$ cat src/hw/subcarr_pkg.sv
// subcarrier control package: bus address map, data widths and reset timing constants

package subcarr_pkg;

  // ********************
  // bus and data widths
  // ********************

  // byte style address, bits 11 to 1 from the bus with bit 0 tied low
  localparam int ADDR_W = 12;

  // processor data bus
  localparam int DATA_W = 16;

  // one DAC sample, two's complement at the input
  localparam int DAC_W = 14;

  // per-lane source select
  localparam int DAC_SEL_W = 2;
  localparam int NUM_DAC   = 3;

  // ********************
  // address map
  // ********************

  // reads here fire the soft reset
  localparam logic [ADDR_W-1:0] ADDR_MISC_RESET = 12'h000;

  // version sits in the upper half, so read it with bit 1 set
  localparam logic [ADDR_W-1:0] ADDR_MISC_VERSION = 12'h004;

  // lane 0 select in the lowest pair
  localparam logic [ADDR_W-1:0] ADDR_DAC_IN_SEL = 12'h008;

  localparam logic [DATA_W-1:0] VER_NUMBER = 16'h0149;

  // ********************
  // source select codes
  // ********************

  // external word passes; codes 1 to 3 mute the lane
  localparam logic [DAC_SEL_W-1:0] DAC_SRC_EXT = 2'd0;

  // ********************
  // timing
  // ********************

  // cycles the DAC reset stays up after its trigger goes away
  localparam int RESET_STRETCH = 6;
  localparam int RST_CNT_W     = $clog2(RESET_STRETCH + 1);

  // flops in the bus strobe synchronizer
  localparam int SYNC_STAGES = 2;

endpackage

$ cat src/hw/subcarr_regs.sv
// subcarrier register block: strobe sync, DAC select register, soft reset and read mux

`timescale 1ns/1ps

module subcarr_regs import subcarr_pkg::*; (
  input  logic                               ck933,
  input  logic                               rs,
  input  logic                               ncs_i,
  input  logic                               nrd_i,
  input  logic                               nwe_i,
  input  logic [ADDR_W-1:0]                  addr_i,
  input  logic [DATA_W-1:0]                  data_i,
  output logic [DATA_W-1:0]                  data_o,
  output logic                               data_oe_o,
  output logic [NUM_DAC-1:0][DAC_SEL_W-1:0]  dac_sel_o,
  output logic                               soft_rst_o
);

  // raw strobes, still asynchronous to ck933
  logic wr_req;
  logic rd_req;

  logic [SYNC_STAGES-1:0] wr_sync;
  logic [SYNC_STAGES-1:0] rd_sync;
  logic                   wr_last;
  logic                   rd_last;
  logic                   wr_fall;
  logic                   rd_rise;

  // bus word held from the strobe for the late commit
  logic [ADDR_W-1:0] addr_q;
  logic [DATA_W-1:0] data_q;

  logic [ADDR_W-1:0]   word_addr;
  logic [2*DATA_W-1:0] top_dout;

  assign wr_req = !ncs_i && !nwe_i;
  assign rd_req = !ncs_i && !nrd_i;

  // bit 0 is not on the bus
  assign word_addr = {addr_i[ADDR_W-1:1], 1'b0};

  // ********************
  // strobe synchronizers
  // ********************

  always_ff @(posedge ck933 or posedge rs) begin
    if (rs) begin
      wr_sync <= '0;
      rd_sync <= '0;
      wr_last <= 1'b0;
      rd_last <= 1'b0;
    end else begin
      wr_sync <= {wr_sync[SYNC_STAGES-2:0], wr_req};
      rd_sync <= {rd_sync[SYNC_STAGES-2:0], rd_req};
      wr_last <= wr_sync[SYNC_STAGES-1];
      rd_last <= rd_sync[SYNC_STAGES-1];
    end
  end

  assign wr_fall = wr_last && !wr_sync[SYNC_STAGES-1];
  assign rd_rise = rd_sync[SYNC_STAGES-1] && !rd_last;

  // address and data are stable for the whole strobe, so grab them there
  always_ff @(posedge ck933) begin
    if (wr_req || rd_req) begin
      addr_q <= word_addr;
      data_q <= data_i;
    end
  end

  // ********************
  // register file
  // ********************

  // commit once the write strobe has ended, lower half only
  always_ff @(posedge ck933 or posedge rs) begin
    if (rs) begin
      dac_sel_o <= '0;
    end else if (wr_fall && !addr_q[1] &&
                 addr_q[ADDR_W-1:2] == ADDR_DAC_IN_SEL[ADDR_W-1:2]) begin
      dac_sel_o <= data_q[NUM_DAC*DAC_SEL_W-1:0];
    end
  end

  // one cycle pulse per read of the reset location
  assign soft_rst_o = rd_rise && addr_q[ADDR_W-1:2] == ADDR_MISC_RESET[ADDR_W-1:2];

  // ********************
  // read data
  // ********************

  // 32 bit view of the space, halves picked by bit 1
  always_comb begin
    top_dout = '0;
    if (word_addr[ADDR_W-1:2] == ADDR_MISC_VERSION[ADDR_W-1:2]) begin
      top_dout = {VER_NUMBER, {DATA_W{1'b0}}};
    end else if (word_addr[ADDR_W-1:2] == ADDR_DAC_IN_SEL[ADDR_W-1:2]) begin
      top_dout[NUM_DAC*DAC_SEL_W-1:0] = dac_sel_o;
    end
  end

  assign data_o    = word_addr[1] ? top_dout[2*DATA_W-1:DATA_W] : top_dout[DATA_W-1:0];
  assign data_oe_o = rd_req;

endmodule

$ cat src/hw/dac_rst_gen.sv
// DAC reset generator: merges hard and soft reset and stretches the pulse

`timescale 1ns/1ps

module dac_rst_gen import subcarr_pkg::*; (
  input  logic ck933,
  input  logic rs,
  input  logic soft_rst_i,
  output logic dac_rst_o
);

  // cycles left before the DAC comes out of reset
  logic [RST_CNT_W-1:0] rst_cnt;

  // ********************
  // stretch counter
  // ********************

  always_ff @(posedge ck933 or posedge rs) begin
    if (rs) begin
      rst_cnt   <= RST_CNT_W'(RESET_STRETCH);
      dac_rst_o <= 1'b1;
    end else if (soft_rst_i) begin
      // restart the full stretch, even mid count
      rst_cnt   <= RST_CNT_W'(RESET_STRETCH);
      dac_rst_o <= 1'b1;
    end else if (rst_cnt != '0) begin
      rst_cnt   <= rst_cnt - 1'b1;
      // drop together with the last count
      dac_rst_o <= (rst_cnt != RST_CNT_W'(1));
    end else begin
      dac_rst_o <= 1'b0;
    end
  end

endmodule

$ cat src/hw/dac_channel.sv
// DAC lane: reclocks the sample, applies the source select, drives offset binary to the pad

`timescale 1ns/1ps

module dac_channel import subcarr_pkg::*; (
  input  logic                 ck933,
  input  logic                 rs,
  input  logic [DAC_W-1:0]     dac_data_i,
  input  logic [DAC_SEL_W-1:0] sel_i,
  output logic [DAC_W-1:0]     dac_d_o
);

  logic [DAC_W-1:0] data_in_q;
  logic [DAC_W-1:0] data_sel_q;

  // ********************
  // input reclock
  // ********************

  always_ff @(posedge ck933 or posedge rs) begin
    if (rs) begin
      data_in_q <= '0;
    end else begin
      data_in_q <= dac_data_i;
    end
  end

  // only the external source is left, the other codes mute
  always_ff @(posedge ck933 or posedge rs) begin
    if (rs) begin
      data_sel_q <= '0;
    end else if (sel_i == DAC_SRC_EXT) begin
      data_sel_q <= data_in_q;
    end else begin
      data_sel_q <= '0;
    end
  end

  // ********************
  // pad register
  // ********************

  // flip the sign bit, two's complement to offset binary
  // reset value is mid scale
  always_ff @(posedge ck933 or posedge rs) begin
    if (rs) begin
      dac_d_o <= {1'b1, {(DAC_W-1){1'b0}}};
    end else begin
      dac_d_o <= {~data_sel_q[DAC_W-1], data_sel_q[DAC_W-2:0]};
    end
  end

endmodule

$ cat src/hw/subcarr_top.sv
// subcarrier control top: register block, DAC reset generator, three DAC lanes, lock outputs

`timescale 1ns/1ps

module subcarr_top import subcarr_pkg::*; (
  input  logic              ck933,
  input  logic              rs,
  input  logic              ncs_i,
  input  logic              nrd_i,
  input  logic              nwe_i,
  input  logic [ADDR_W-1:0] addr_i,
  input  logic [DATA_W-1:0] data_i,
  input  logic [DAC_W-1:0]  dac0_data_i,
  input  logic [DAC_W-1:0]  dac1_data_i,
  input  logic [DAC_W-1:0]  dac2_data_i,
  input  logic              bsync_lock_i,
  input  logic              demod_lock_i,
  output logic [DATA_W-1:0] data_o,
  output logic              data_oe_o,
  output logic [DAC_W-1:0]  dac0_d_o,
  output logic [DAC_W-1:0]  dac1_d_o,
  output logic [DAC_W-1:0]  dac2_d_o,
  output logic              dac0_clk_o,
  output logic              dac1_clk_o,
  output logic              dac2_clk_o,
  output logic              dac_rst_o,
  output logic              bsync_nlock_o,
  output logic              demod_nlock_o
);

  logic [NUM_DAC-1:0][DAC_SEL_W-1:0] dac_sel;
  logic                              soft_rst;

  // ********************
  // processor registers
  // ********************

  subcarr_regs regs_i (
    .ck933      (ck933),
    .rs         (rs),
    .ncs_i      (ncs_i),
    .nrd_i      (nrd_i),
    .nwe_i      (nwe_i),
    .addr_i     (addr_i),
    .data_i     (data_i),
    .data_o     (data_o),
    .data_oe_o  (data_oe_o),
    .dac_sel_o  (dac_sel),
    .soft_rst_o (soft_rst)
  );

  dac_rst_gen rst_gen_i (
    .ck933      (ck933),
    .rs         (rs),
    .soft_rst_i (soft_rst),
    .dac_rst_o  (dac_rst_o)
  );

  // ********************
  // DAC lanes
  // ********************

  dac_channel dac0_i (
    .ck933(ck933), .rs(rs), .dac_data_i(dac0_data_i), .sel_i(dac_sel[0]), .dac_d_o(dac0_d_o)
  );

  dac_channel dac1_i (
    .ck933(ck933), .rs(rs), .dac_data_i(dac1_data_i), .sel_i(dac_sel[1]), .dac_d_o(dac1_d_o)
  );

  dac_channel dac2_i (
    .ck933(ck933), .rs(rs), .dac_data_i(dac2_data_i), .sel_i(dac_sel[2]), .dac_d_o(dac2_d_o)
  );

  // DACs latch on the system clock
  assign dac0_clk_o = ck933;
  assign dac1_clk_o = ck933;
  assign dac2_clk_o = ck933;

  // lock indicators go straight out
  assign bsync_nlock_o = bsync_lock_i;
  assign demod_nlock_o = demod_lock_i;

endmodule

$ cat config.mk
export PLATFORM = sky130hd
export DESIGN_NAME = subcarr_top
export DESIGN_NICKNAME = d
export VERILOG_FILES = /design/src/hw/subcarr_pkg.sv /design/src/hw/subcarr_regs.sv /design/src/hw/dac_rst_gen.sv /design/src/hw/dac_channel.sv /design/src/hw/subcarr_top.sv
export SDC_FILE = /design/constraint.sdc
export NUM_CORES = 1
export LEC_CHECK = 0
export BUFFER_PORTS_ARGS = -buffer_cell sky130_fd_sc_hd__buf_2
export CAP_MARGIN = 25
export CORE_ASPECT_RATIO = 1.75
export CORE_MARGIN = 2
export CORE_UTILIZATION = 54
export CTS_CLUSTER_DIAMETER = 120
export DETAILED_ROUTE_END_ITERATION = 10
export PLACE_DENSITY_LB_ADDON = 0.1
export SYNTH_ARGS = -nofsm -noshare
export SYNTH_HDL_FRONTEND = slang
export SYNTH_SLANG_ARGS = --single-unit
$ cat constraint.sdc
create_clock -name ck933 -period 6.9 [get_ports ck933]
set_input_delay 0.69 -clock ck933 [delete_from_list [all_inputs] [get_ports ck933]]
set_output_delay 0.69 -clock ck933 [all_outputs]
set_load 0.05 [all_outputs]
# Word-level counts from Yosys, hierarchy flattened
# Index checks and enable logic that the tools add are counted.
[word_totals]
regBits = 159
in_bits = 77
out_inout_bits = 65
elab_cells = 59
[op_classes]
n_addsub = 1
eq_ne = 4
mux = 11
n_bitwise = 3
n_reduce_logical = 20
[ops]
columns = ["operator", "count"]
rows = [
  ["14-bit two-way mux", 3],
  ["10-bit by 2-bit equality test with 1-bit output, second input constant", 2],
  ["19-bit two-way mux", 1],
  ["16-bit two-way mux", 1],
  ["6-bit two-way mux", 2],
  ["10-bit by 1-bit equality test with 1-bit output, second input constant", 1],
  ["10-bit logical NOT", 1],
  ["1-bit logical AND", 7],
  ["1-bit logical NOT", 6],
  ["2-bit logical NOT", 3],
  ["3-bit two-way mux", 2],
  ["3-bit by 1-bit inequality test with 1-bit output, second input constant", 1],
  ["1-bit inverter", 3],
  ["3-bit nonzero test", 1],
  ["3-bit by 1-bit subtractor with 3-bit output, second input constant", 1],
  ["1-bit two-way mux", 2],
  ["2-bit nonzero test", 1],
  ["1-bit logical OR", 1],
]

# Logic depth before layout (Yosys ltp)
# Gate-level depths: netlist of the first run.
[depth]
ltp_word = 4
ltp_mapped = 5
ltp_nobuf = 5

# Cells and area by module
# A second synthesis of the first run with hierarchy kept.
[hier_totals]
hier_cells = 278
hier_area_um2 = 5094.9
[modules_own_cells]
columns = ["mod", "n_inst", "cells_per_inst", "area_per_inst_um2", "seq_area_each_um2"]
rows = [
  ["dac_channel", 3, 60, 1237.4, 1052.3],
  ["subcarr_regs", 1, 71, 1111.1, 810.8],
  ["dac_rst_gen", 1, 22, 234.0, 103.8],
  ["subcarr_top", 1, 5, 37.5, 0.0],
]

==> insert_results.sql, run 1 <==
INSERT INTO impl_metrics (metric_group, metric, value, unit) VALUES
('setup_path', 'timing.critical_path.required', '6.21', 'ns'),
('floorplan', 'die-area', '9724', 'um2'),
('timing', 'hold_violations', '0', ''),
('placed_design', 'global_placement_routability_congestion', '0.6986', ''),
('route', 'drtAntennaViolNets', '0', ''),
('power', 'power.leakage', '2.979', 'nW'),
('route', 'wirelength', '7.217', 'mm'),
('route', 'detail_route.drc_violations', '0', ''),
('setup_path', 'path_buf_inv', '3', ''),
('floorplan', 'pin_count', '142', ''),
('global_routing', 'gr-usage-all-layers', '16.77', '%'),
('timing', 'setup_total_negative_slack', '0', 'ns'),
('job', 'cap_violations', '0', ''),
('floorplan', 'std_cell_rows', '45', ''),
('route', 'firstDrtPassIters', '4', ''),
('setup_path', 'critical-path-top-cell-by-count', 'sky130_fd_sc_hd__clkbuf_16', ''),
('placed_design', 'post-dp-hpwl', '4.562', 'mm'),
('setup_path', 'crit_path_top_delay_cell', 'sky130_fd_sc_hd__buf_2', ''),
('setup_path', 'cpPeakStageDelay', '0.20', 'ns'),
('synth', 'postSynthCellCount', '271', ''),
('cells_and_area', 'final_common_cell', 'sky130_fd_sc_hd__dfrtp_1', ''),
('setup_path', 'critical_path.cell_chain', 'clkbuf_16, clkbuf_16, buf_2', ''),
('floorplan', 'die-width', '75.41', 'um'),
('synth', 'synthArstFlopShare', '89.31', '%'),
('timing', 'grt_setup_unrepaired', 'false', ''),
('setup_path', 'critPathArrivalTime', '3.91', 'ns'),
('synth', 'synth_enable_flop_cells', '17', ''),
('status', 'status', 'complete, no violations', ''),
('global_routing', 'number_of_antenna_violations_at_the_first_check_in_global_routing', '0', ''),
('route', 'detail_route.iter0.violations', '112', ''),
('cells_and_area', 'layout-drive-gt1-share', '41.39', '%'),
('synth', 'synth.lib_cells_used.distinct', '29', ''),
('route', 'drt-wirelength-per-cell', '13.49', 'um'),
('setup_path', 'worstReg2RegStart', 'regs_i.addr_q[5]$_DFFE_PP_', ''),
('route', 'detail_route.vias_per_cell', '4.514', ''),
('global_routing', 'first_global_vias', '2492', ''),
('power', 'vdd.ir_drop.worst', '0.0004688', 'V'),
('floorplan', 'floorplan.core_area', '8671', 'um2'),
('cells_and_area', 'finalCoreUtilization', '71.73', '%'),
('synth', 'netlist_area', '4818', 'um2'),
('cts', 'cts_tree', 'built', ''),
('synth', 'ys_warn_count', '0', ''),
('synth', 'synthFlopType', 'sky130_fd_sc_hd__dfrtp_1', ''),
('setup_path', 'end_kind', 'output pin', ''),
('floorplan', 'die_h', '129.0', 'um'),
('global_routing', 'grt_max_degree', '73', ''),
('setup_path', 'timing.critical_path.from_type', 'clock port', ''),
('timing', 'timing.slew.headroom', '43.81', '%'),
('synth', 'syn_area_per_cell', '17.78', 'um2'),
('cts', 'ctsHoldBuffers', '0', ''),
('cells_and_area', 'syn_to_final_growth', '29.08', '%'),
('setup_path', 'critPathTopFamily', 'buffers and inverters', ''),
('setup_path', 'worst-r2r-setup-slack', '4.94', 'ns'),
('floorplan', 'floorplan.initialDensity', '55.57', '%'),
('route', 'vias', '2415', ''),
('synth', 'synth-seq-area-share', '84.50', '%'),
('power', 'power-per-cell-area', '386.2', 'nW/um2'),
('timing', 'worst_slew_pin_slew', '0.8429', 'ns'),
('global_routing', 'wire_length_of_the_first_global_routing_pass', '11.32', 'mm'),
('timing', 'setup_viol', '0', ''),
('timing', 'final.setup_skew', '0.007079', 'ns'),
('cells_and_area', 'inserted_diodes', '0', ''),
('global_routing', 'gr-total-overflow', '0', ''),
('cells_and_area', 'layout.nets', '484', ''),
('hold_path', 'timing.hold.worst.class', 'in2async', ''),
('setup_path', 'critical_path_class', 'clk2out', ''),
('cells_and_area', 'layout.cells.most_common_list', 'sky130_fd_sc_hd__dfrtp_1, sky130_fd_sc_hd__buf_2, sky130_fd_sc_hd__and2_1, sky130_fd_sc_hd__clkbuf_16, sky130_fd_sc_hd__edfxtp_1', ''),
('cts', 'worst_skew_pair.late_latency', '0.52', 'ns'),
('setup_path', 'destination_of_the_worst_register_to_register_timing_path', 'regs_i.dac_sel_o[4]$_DFFE_PP0P_', ''),
('cts', 'post_cts.resized_instances', '0', ''),
('synth', 'yosys_register_bits', '159', ''),
('setup_path', 'ff2ff_path_depth', '3', ''),
('timing', 'final_max_slew_viol_count', '0', ''),
('placed_design', 'count_of_buffers_from_port_buffering', '118', ''),
('setup_path', 'path_max_fanout', '2', ''),
('cts', 'clkSlewWorstSetupHoldPaths', '0.06', 'ns'),
('cts', 'post_cts_buffers', '0', '');
==> sequential cells by signal (all words and copies together), names as in the netlist <==
name / count
dac1_i.data_sel_q: 14
dac1_i.dac_d_o: 14
regs_i.rd_last: 1
regs_i.rd_sync: 2
regs_i.addr_q: 11
dac0_i.dac_d_o: 14
regs_i.wr_last: 1
dac1_i.data_in_q: 14
dac2_i.dac_d_o: 14
regs_i.dac_sel_o: 6
dac2_i.data_sel_q: 14
dac2_i.data_in_q: 14
rst_gen_i.rst_cnt: 3
dac0_i.data_in_q: 14
dac0_i.data_sel_q: 14
regs_i.data_q: 6
rst_gen_i.dac_rst_o: 1
regs_i.wr_sync: 2
==> Yosys cell counts (all sizes together) (2+ instances only) <==
cell	count	share of area, %
clkbuf	3	0.23
mux2	6	1.4
buf	14	2.2
or4	2	0.39
nand2	3	0.23
inv	7	0.55
and2	43	5.6
nor2	8	0.62
edfxtp	17	11
ha	3	0.78
dfstp	6	3.3
nor4	4	0.83
a21oi	3	0.31
dfrtp	136	71
and3	4	0.52
==> where the power goes <==
part	switching (mW)	internal [mW]
combinational	0.127	0.0587
sequential	0.0189	1.01
clock	0.459	0.724
==> worst max path at each step <==
stage	slack, ns	cells past startpoint	endpoint	from
after floorplan	2.41	1	dac0_i.dac_d_o[0]$_DFF_PP0_	rs
after global placement	2.57	1	dac0_clk_o	ck933
after detailed placement	2.57	1	dac0_clk_o	ck933
after CTS	2.30	3	dac2_clk_o	ck933
after global routing	2.29	3	dac1_clk_o	ck933
final	2.30	3	dac2_clk_o	ck933
==> per-stage QoR <==
step | hold WS (ns) | worst slack [ns] | instances | cell area, um2 | total power, mW
after floorplan | 0.3312 | 2.410 | 278 | 4845 | 1.282
after global placement | 0.3317 | 2.572 | 498 | 5485 | 1.310
after detailed placement | 0.3347 | 2.572 | 498 | 5485 | 1.319
after CTS | 0.2455 | 2.296 | 535 | 6220 | 2.433
after global routing | 0.2446 | 2.293 | 535 | 6220 | 2.497
final | 0.2541 | 2.301 | 535 | 6220 | 2.402
==> final cells by class <==
type                            instances  area [um2]
Fill cell                             580        2451
Multi-Input combinational cell         95       630.6
Clock buffer                           25       544.3
Clock inverter                         15       205.2
Sequential cell                       159        4071
Tap cell                              117       146.4
Timing Repair Buffer                  117       590.6
Inverter                                7       31.28
==> layer usage <==
| layer | share of wire, % | GRT usage (%) | up-vias |
|---|---|---|---|
| met1 | 38 | 19.31 | 1179 |
| li1 | - | - | 1119 |
| met3 | 7.6 | 8.692 | 12 |
| met2 | 52 | 24.76 | 105 |
| met5 | 0 | 0 | - |
| met4 | 1.9 | 9.701 | 0 |
==> kinds of logic after synthesis <==
group | count (synthesis) | share of synthesized area, %
DFF | 159 | 84.50
and+or+nand+nor | 72 | 9.400
buffers and inverters | 24 | 2.960
muxes | 7 | 1.610
AOI/OAI and AO/OA | 4 | 0.4933
adders and majority gates | 3 | 0.7791
other | 1 | 0.07783
xor gates and xnor gates | 1 | 0.1818
(Power assumes the default switching activity.)
==> run 2, diff against run 1 <==
--- a/config.mk
+++ b/config.mk
@@ -9,7 +9,7 @@
 export CAP_MARGIN = 25
 export CORE_ASPECT_RATIO = 1.75
 export CORE_MARGIN = 2
-export CORE_UTILIZATION = 54
+export CORE_UTILIZATION = 50
 export CTS_CLUSTER_DIAMETER = 120
 export DETAILED_ROUTE_END_ITERATION = 10
 export PLACE_DENSITY_LB_ADDON = 0.1
==> constraint.sdc (replaced) <==
create_clock -name ck933 -period 4.4 [get_ports ck933]
set_input_delay 0.44 -clock ck933 [delete_from_list [all_inputs] [get_ports ck933]]
set_output_delay 0.44 -clock ck933 [all_outputs]
set_load 0.05 [all_outputs]
==> insert_results.sql, run 2 (same netlist as run 1, synthesis figures left out) <==
INSERT INTO impl_metrics (metric_group, metric, value, unit) VALUES
('status', 'status', 'complete, no violations', ''),
('cells_and_area', 'inserted_diodes', '0', ''),
('placed_design', 'post-dp-hpwl', '4.748', 'mm'),
('floorplan', 'std_cell_rows', '47', ''),
('cells_and_area', 'layout-drive-gt1-share', '40.29', '%'),
('timing', 'hold_violations', '0', ''),
('power', 'power-per-cell-area', '592.4', 'nW/um2'),
('setup_path', 'end_kind', 'output pin', ''),
('global_routing', 'number_of_antenna_violations_at_the_first_check_in_global_routing', '0', ''),
('cells_and_area', 'layout.nets', '485', ''),
('placed_design', 'count_of_buffers_from_port_buffering', '118', ''),
('cells_and_area', 'final_common_cell', 'sky130_fd_sc_hd__dfrtp_1', ''),
('global_routing', 'first_global_vias', '2424', ''),
('floorplan', 'floorplan.initialDensity', '51.21', '%'),
('setup_path', 'worstSetupStartpoint', 'ck933', ''),
('floorplan', 'floorplan.core_area', '9409', 'um2'),
('global_routing', 'grt_max_degree', '107', ''),
('cells_and_area', 'syn_to_final_growth', '28.75', '%'),
('route', 'dr_wl_met2', '3.844', 'mm'),
('setup_path', 'critPathArrivalTime', '2.66', 'ns'),
('floorplan', 'die_h', '133.9', 'um'),
('timing', 'timing.slew.headroom', '41.94', '%'),
('power', 'power.leakage', '2.970', 'nW'),
('hold_path', 'min_from', 'dac0_data_i[2]', ''),
('route', 'drt-wirelength-per-cell', '12.92', 'um'),
('global_routing', 'gr-usage-all-layers', '14.96', '%'),
('cells_and_area', 'n_fill_cell', '682', ''),
('placed_design', 'global_placement_routability_congestion', '0.7122', ''),
('cts', 'worst_skew_pair.late_latency', '0.52', 'ns'),
('floorplan', 'pin_count', '142', ''),
('timing', 'final_max_slew_viol_count', '0', ''),
('cts', 'post_cts_buffers', '0', ''),
('cts', 'clkSlewWorstSetupHoldPaths', '0.06', 'ns'),
('setup_path', 'path_max_fanout', '2', ''),
('timing', 'grt_setup_unrepaired', 'false', ''),
('setup_path', 'worst-r2r-setup-slack', '2.44', 'ns'),
('setup_path', 'critical_path_class', 'clk2out', ''),
('floorplan', 'die-width', '78.21', 'um'),
('cells_and_area', 'layout.cells.most_common_list', 'sky130_fd_sc_hd__dfrtp_1, sky130_fd_sc_hd__buf_2, sky130_fd_sc_hd__and2_1, sky130_fd_sc_hd__clkbuf_16, sky130_fd_sc_hd__edfxtp_1', ''),
('route', 'wirelength', '6.962', 'mm'),
('job', 'cap_violations', '0', ''),
('route', 'drt-met1-wl', '2.538', 'mm'),
('cts', 'ctsHoldBuffers', '0', ''),
('global_routing', 'wire_length_of_the_first_global_routing_pass', '11.31', 'mm'),
('cts', 'post_cts.resized_instances', '0', ''),
('route', 'met3_length', '455', 'um'),
('setup_path', 'timing.critical_path.from_type', 'clock port', ''),
('global_routing', 'gr-total-overflow', '0', ''),
('route', 'maxUsedRoutingLayer', 'met4', ''),
('power', 'vdd.ir_drop.worst', '0.0008260', 'V'),
('placed_design', 'post_dp_cell_area', '5492', 'um2'),
('route', 'detail_route.iter0.violations', '76', ''),
('cells_and_area', 'post-route-cell-area', '6203', 'um2'),
('route', 'detail_route.drc_violations', '0', ''),
('route', 'vias', '2364', ''),
('route', 'firstDrtPassIters', '4', ''),
('route', 'detail_route.vias_per_cell', '4.386', ''),
('route', 'drtAntennaViolNets', '0', ''),
('timing', 'setup_viol', '0', ''),
('timing', 'setup_total_negative_slack', '0', 'ns'),
('setup_path', 'timing.critical_path.required', '3.96', 'ns'),
('setup_path', 'worstReg2RegStart', 'regs_i.addr_q[5]$_DFFE_PP_', ''),
('hold_path', 'timing.hold.worst.class', 'in2reg', ''),
('floorplan', 'die-area', '10470', 'um2'),
('timing', 'final.setup_skew', '0.007697', 'ns'),
('cts', 'cts_tree', 'built', ''),
('timing', 'worst_slew_pin_slew', '0.8710', 'ns');
[run 2: changes by cell type in the layout (fill, tap and decap cells not counted), sizes merged]
| cell | change |
|---|---|
| clkinvlp | -1 |
| clkbuf | +7 |
| dlygate4sd3 | +1 |
| bufinv | -1 |
| inv | -5 |
| clkinv | -2 |
[run 2: metrics by stage]
stage / total power [mW] / hold slack (ns) / cells / utilization (%) / setup slack, ns
2_1_floorplan: 2.011 / 0.3312 / 278 / - / 0.1604
3_3_place_gp: 2.059 / 0.3321 / 503 / 58.36 / 1.572
3_5_place_dp: 2.071 / 0.3347 / 503 / 58.36 / 1.572
4_1_cts: 3.729 / 0.0004106 / 538 / 65.82 / 1.301
5_1_grt: 3.835 / 0.0005398 / 539 / 65.93 / 1.293
6_report: 3.675 / 0.02548 / 539 / 65.93 / 1.304
[run 2: report_power, final]
| part | total, mW | internal [mW] | switching, mW |
|---|---|---|---|
| registers | 1.62 | 1.59 | 0.0282 |
| clock network | 1.76 | 1.12 | 0.641 |
| logic | 0.292 | 0.0926 | 0.200 |
| total | 3.68 | 2.81 | 0.869 |
[run 2: final timing paths]
kind | cells after the start | end
min in group asynchronous | 2 | dac0_i.data_in_q[2]$_DFF_PP0_
worst max-delay path | 3 | dac1_clk_o
worst min-delay path | 1 | dac0_i.data_in_q[2]$_DFF_PP0_
max in group asynchronous | 3 | rst_gen_i.dac_rst_o$_DFF_PP1_
worst min register to register | 0 | dac1_i.dac_d_o[2]$_DFF_PP0_
worst max register to register | 3 | regs_i.dac_sel_o[4]$_DFFE_PP0P_
[run 2: worst max-delay path, cell delays in order]
cell and delay (ns):
sky130_fd_sc_hd__clkbuf_16 0.12, sky130_fd_sc_hd__clkbuf_16 0.13, sky130_fd_sc_hd__buf_2 0.20
[run 2: area by class of cell]
type	count	area, um2	share of cell area, %
timing repair buffer	118	600.6	9.681
tap	122	152.6	2.461
sequential	159	4071	65.63
multi-input combinational	95	630.6	10.17
inverter	7	31.28	0.5042
clock buffer	32	610.6	9.843
clock inverter	6	106.4	1.714
[run 2: per-layer routing]
metal / vias to the layer above / global-route usage, %
li1: 1117 / -
met3: 11 / 7.133
met2: 96 / 24.95
met5: - / 0
met4: 0 / 7.602
met1: 1140 / 15.58
==> run 3, diff against run 2 <==
--- a/config.mk
+++ b/config.mk
@@ -5,11 +5,12 @@
 export SDC_FILE = /design/constraint.sdc
 export NUM_CORES = 1
 export LEC_CHECK = 0
+export ABC_AREA = 1
 export BUFFER_PORTS_ARGS = -buffer_cell sky130_fd_sc_hd__buf_2
 export CAP_MARGIN = 25
 export CORE_ASPECT_RATIO = 1.75
 export CORE_MARGIN = 2
-export CORE_UTILIZATION = 50
+export CORE_UTILIZATION = 51
 export CTS_CLUSTER_DIAMETER = 120
 export DETAILED_ROUTE_END_ITERATION = 10
 export PLACE_DENSITY_LB_ADDON = 0.1
==> constraint.sdc (replaced) <==
create_clock -name ck933 -period 3.02 [get_ports ck933]
set_input_delay 0.302 -clock ck933 [delete_from_list [all_inputs] [get_ports ck933]]
set_output_delay 0.302 -clock ck933 [all_outputs]
set_load 0.05 [all_outputs]
==> insert_results.sql, run 3 <==
INSERT INTO impl_metrics (metric_group, metric, value, unit) VALUES
('timing', 'grt_setup_unrepaired', 'false', ''),
('timing', 'final_max_slew_viol_count', '0', ''),
('cells_and_area', 'finalCoreUtilization', '72.18', '%'),
('setup_path', 'critical_path_class', 'in2out', ''),
('power', 'power-per-cell-area', '753.7', 'nW/um2'),
('setup_path', 'path_max_fanout', '4', ''),
('cells_and_area', 'n_fill_cell', '665', ''),
('global_routing', 'wire_length_of_the_first_global_routing_pass', '13.90', 'mm'),
('status', 'status', 'complete, but fails checks', ''),
('placed_design', 'post-dp-hpwl', '4.971', 'mm'),
('cells_and_area', 'layout-drive-gt1-share', '34.40', '%'),
('floorplan', 'floorplan.core_area', '9910', 'um2'),
('setup_path', 'worst-r2r-setup-slack', '1.75', 'ns'),
('synth', 'synthArstFlopShare', '89.31', '%'),
('status', 'failed_checks', 'negative hold slack', ''),
('synth', 'synthFlopType', 'sky130_fd_sc_hd__dfrtp_1', ''),
('timing', 'timing.slew.headroom', '47.64', '%'),
('synth', 'yosysTopAreaCell', 'sky130_fd_sc_hd__dfrtp_1', ''),
('synth', 'netlist_top_cells_area', 'sky130_fd_sc_hd__dfrtp_1, sky130_fd_sc_hd__edfxtp_1, sky130_fd_sc_hd__nor2_4, sky130_fd_sc_hd__inv_1, sky130_fd_sc_hd__dfstp_2', ''),
('setup_path', 'cpPeakStageDelay', '0.55', 'ns'),
('floorplan', 'die-area', '11020', 'um2'),
('cells_and_area', 'multi_input_area', '735.7', 'um2'),
('power', 'vdd.ir_drop.worst', '0.0009598', 'V'),
('placed_design', 'count_of_buffers_from_port_buffering', '118', ''),
('route', 'wirelength', '8.423', 'mm'),
('timing', 'setup_total_negative_slack', '0', 'ns'),
('global_routing', 'grt_max_degree', '143', ''),
('cells_and_area', 'inserted_diodes', '0', ''),
('global_routing', 'number_of_antenna_violations_at_the_first_check_in_global_routing', '0', ''),
('route', 'detail_route.drc_violations', '0', ''),
('synth', 'synth.lib_cells_used.distinct', '20', ''),
('floorplan', 'die-width', '80.20', 'um'),
('cells_and_area', 'post-route-cell-area', '7153', 'um2'),
('synth', 'postSynthCellCount', '354', ''),
('setup_path', 'end_kind', 'output pin', ''),
('synth', 'post-synth-top-area-fraction', '65.67', '%'),
('setup_path', 'critical_path.cell_chain', 'dlygate4sd3_1, buf_2, nor2_1, nand2_1, nor2_1, nand2_1, nor2_1, buf_2', ''),
('route', 'vias', '2938', ''),
('route', 'drt-wirelength-per-cell', '12.28', 'um'),
('floorplan', 'pin_count', '142', ''),
('route', 'detail_route.vias_per_cell', '4.283', ''),
('setup_path', 'critPathArrivalTime', '1.99', 'ns'),
('synth', 'ys_warn_count', '0', ''),
('setup_path', 'ff2ff_path_depth', '5', ''),
('placed_design', 'global_placement_routability_congestion', '0.6988', ''),
('floorplan', 'floorplan.initialDensity', '52.30', '%'),
('synth', 'synth_enable_flop_cells', '17', ''),
('hold_path', 'timing.hold.worst.class', 'in2async', ''),
('timing', 'max_freq', '435.9', 'MHz'),
('cells_and_area', 'final_common_cell', 'sky130_fd_sc_hd__dfrtp_1', ''),
('cts', 'cts_tree', 'built', ''),
('route', 'detail_route.iter0.violations', '100', ''),
('cts', 'worst_skew_pair.late_latency', '0.51', 'ns'),
('cells_and_area', 'layout.nets', '629', ''),
('floorplan', 'die_h', '137.4', 'um'),
('job', 'cap_violations', '0', ''),
('synth', 'netlist_area', '5182', 'um2'),
('synth', 'post_synth_most_frequent_cells', 'sky130_fd_sc_hd__dfrtp_1, sky130_fd_sc_hd__inv_1, sky130_fd_sc_hd__nand2_1', ''),
('global_routing', 'first_global_vias', '3084', ''),
('timing', 'worst_slew_pin_slew', '0.7854', 'ns'),
('global_routing', 'gr-usage-all-layers', '17.04', '%'),
('timing', 'min_period_over_period', '75.96', '%'),
('timing', 'hold_violations', '11', ''),
('power', 'power.leakage', '3.533', 'nW'),
('cells_and_area', 'register_area', '4071', 'um2'),
('setup_path', 'timing.critical_path.from_type', 'input pin', ''),
('timing', 'timing.hold.ws', '-0.04830', 'ns'),
('synth', 'yosysMostFrequentCell', 'sky130_fd_sc_hd__dfrtp_1', ''),
('cts', 'clkSlewWorstSetupHoldPaths', '0.06', 'ns'),
('setup_path', 'timing.critical_path.required', '2.72', 'ns'),
('setup_path', 'critical-path-top-cell-by-count', 'sky130_fd_sc_hd__nor2_1', ''),
('route', 'drtAntennaViolNets', '0', ''),
('setup_path', 'worstReg2RegStart', 'rst_gen_i.rst_cnt[1]$_DFFE_PP1P_', ''),
('placed_design', 'post_dp_cell_area', '5843', 'um2'),
('synth', 'yosys_register_bits', '159', ''),
('cells_and_area', 'syn_to_final_growth', '38.03', '%'),
('cts', 'post_cts.resized_instances', '0', ''),
('synth', 'synth-seq-area-share', '78.56', '%'),
('route', 'firstDrtPassIters', '3', ''),
('setup_path', 'destination_of_the_worst_register_to_register_timing_path', 'rst_gen_i.rst_cnt[0]$_DFFE_PP0P_', ''),
('global_routing', 'gr-total-overflow', '0', ''),
('timing', 'min_period', '2.294', 'ns'),
('floorplan', 'std_cell_rows', '48', ''),
('synth', 'syn_area_per_cell', '14.64', 'um2'),
('timing', 'final.setup_skew', '0.01168', 'ns'),
('cells_and_area', 'layout.cells.most_common_list', 'sky130_fd_sc_hd__dfrtp_1, sky130_fd_sc_hd__buf_2, sky130_fd_sc_hd__dlygate4sd3_1, sky130_fd_sc_hd__inv_1, sky130_fd_sc_hd__nand2_1', ''),
('setup_path', 'crit_path_top_delay_cell', 'sky130_fd_sc_hd__dlygate4sd3_1', ''),
('timing', 'setup_viol', '0', '');
-- run 3: logic make-up after synthesis --
family	count (synthesis)	share of synthesized area [%]
compound gates	5	0.4828
xor+xnor	1	0.1690
fa+ha+maj	3	0.7244
buf+inv	74	7.750
flops	159	78.56
other cells	1	0.07236
simple gates	111	12.24
-- run 3: worst max-delay path by stage --
stage               from                           to  slack [ns]  cells past startpoint
5_1_grt        addr_i[5]                    data_o[2]        0.64                      8
4_1_cts            ck933                   dac0_clk_o        0.74                      3
6_report       addr_i[5]                    data_o[2]        0.73                      8
3_3_place_gp       ck933                   dac0_clk_o        1.02                      1
3_5_place_dp       ck933                   dac0_clk_o        1.02                      1
2_1_floorplan         rs  dac0_i.dac_d_o[0]$_DFF_PP0_        0.95                      1
-- run 3: cell type report --
class                      instances  share of cell area [%]
sequential                       159                   56.92
timing repair buffer             182                   18.02
multi-input combinational        128                   10.29
clock buffer                      28                   7.766
inverter                          54                   2.886
tap                              125                   2.186
clock inverter                    10                   1.942
-- run 3: per-layer routing --
layer | up-vias | track usage [%] | routed length, um
li1 | 1418 | - | -
met1 | 1416 | 18.30 | 3127
met2 | 92 | 29.12 | 4677
met3 | 12 | 5.963 | 461
met4 | 0 | 9.040 | 157
met5 | - | 0 | 0
-- run 3: critical path, delay by kind of cell --
family | cells | cell delay [ns]
buffers and inverters | 3 | 0.97
AND/OR/NAND/NOR | 5 | 0.72
-- run 3: stage by stage --
stage               setup WS, ns  power [mW]  instances  hold WS (ns)
floorplan                 0.9458       2.943        361        0.3312
global placement           1.020       3.004        586        0.3313
detailed placement         1.020       3.031        588        0.3347
CTS                       0.7447       5.456        686       0.03438
global route              0.6447       5.610        686       0.06734
finish                    0.7260       5.392        686      -0.04830
-- run 3: repair_timing --
item	4_1_cts	5_1_grt
hold buffers	63	0
endpoints found under the hold margin	61	0
setup buffers	0	0
-- run 3: where the power goes --
group          switching (mW)  leakage (nW)  total [mW]  internal [mW]
combinational           0.324          1.36       0.504          0.181
sequential             0.0422          1.83        2.36           2.32
clock                   0.977         0.339        2.53           1.55
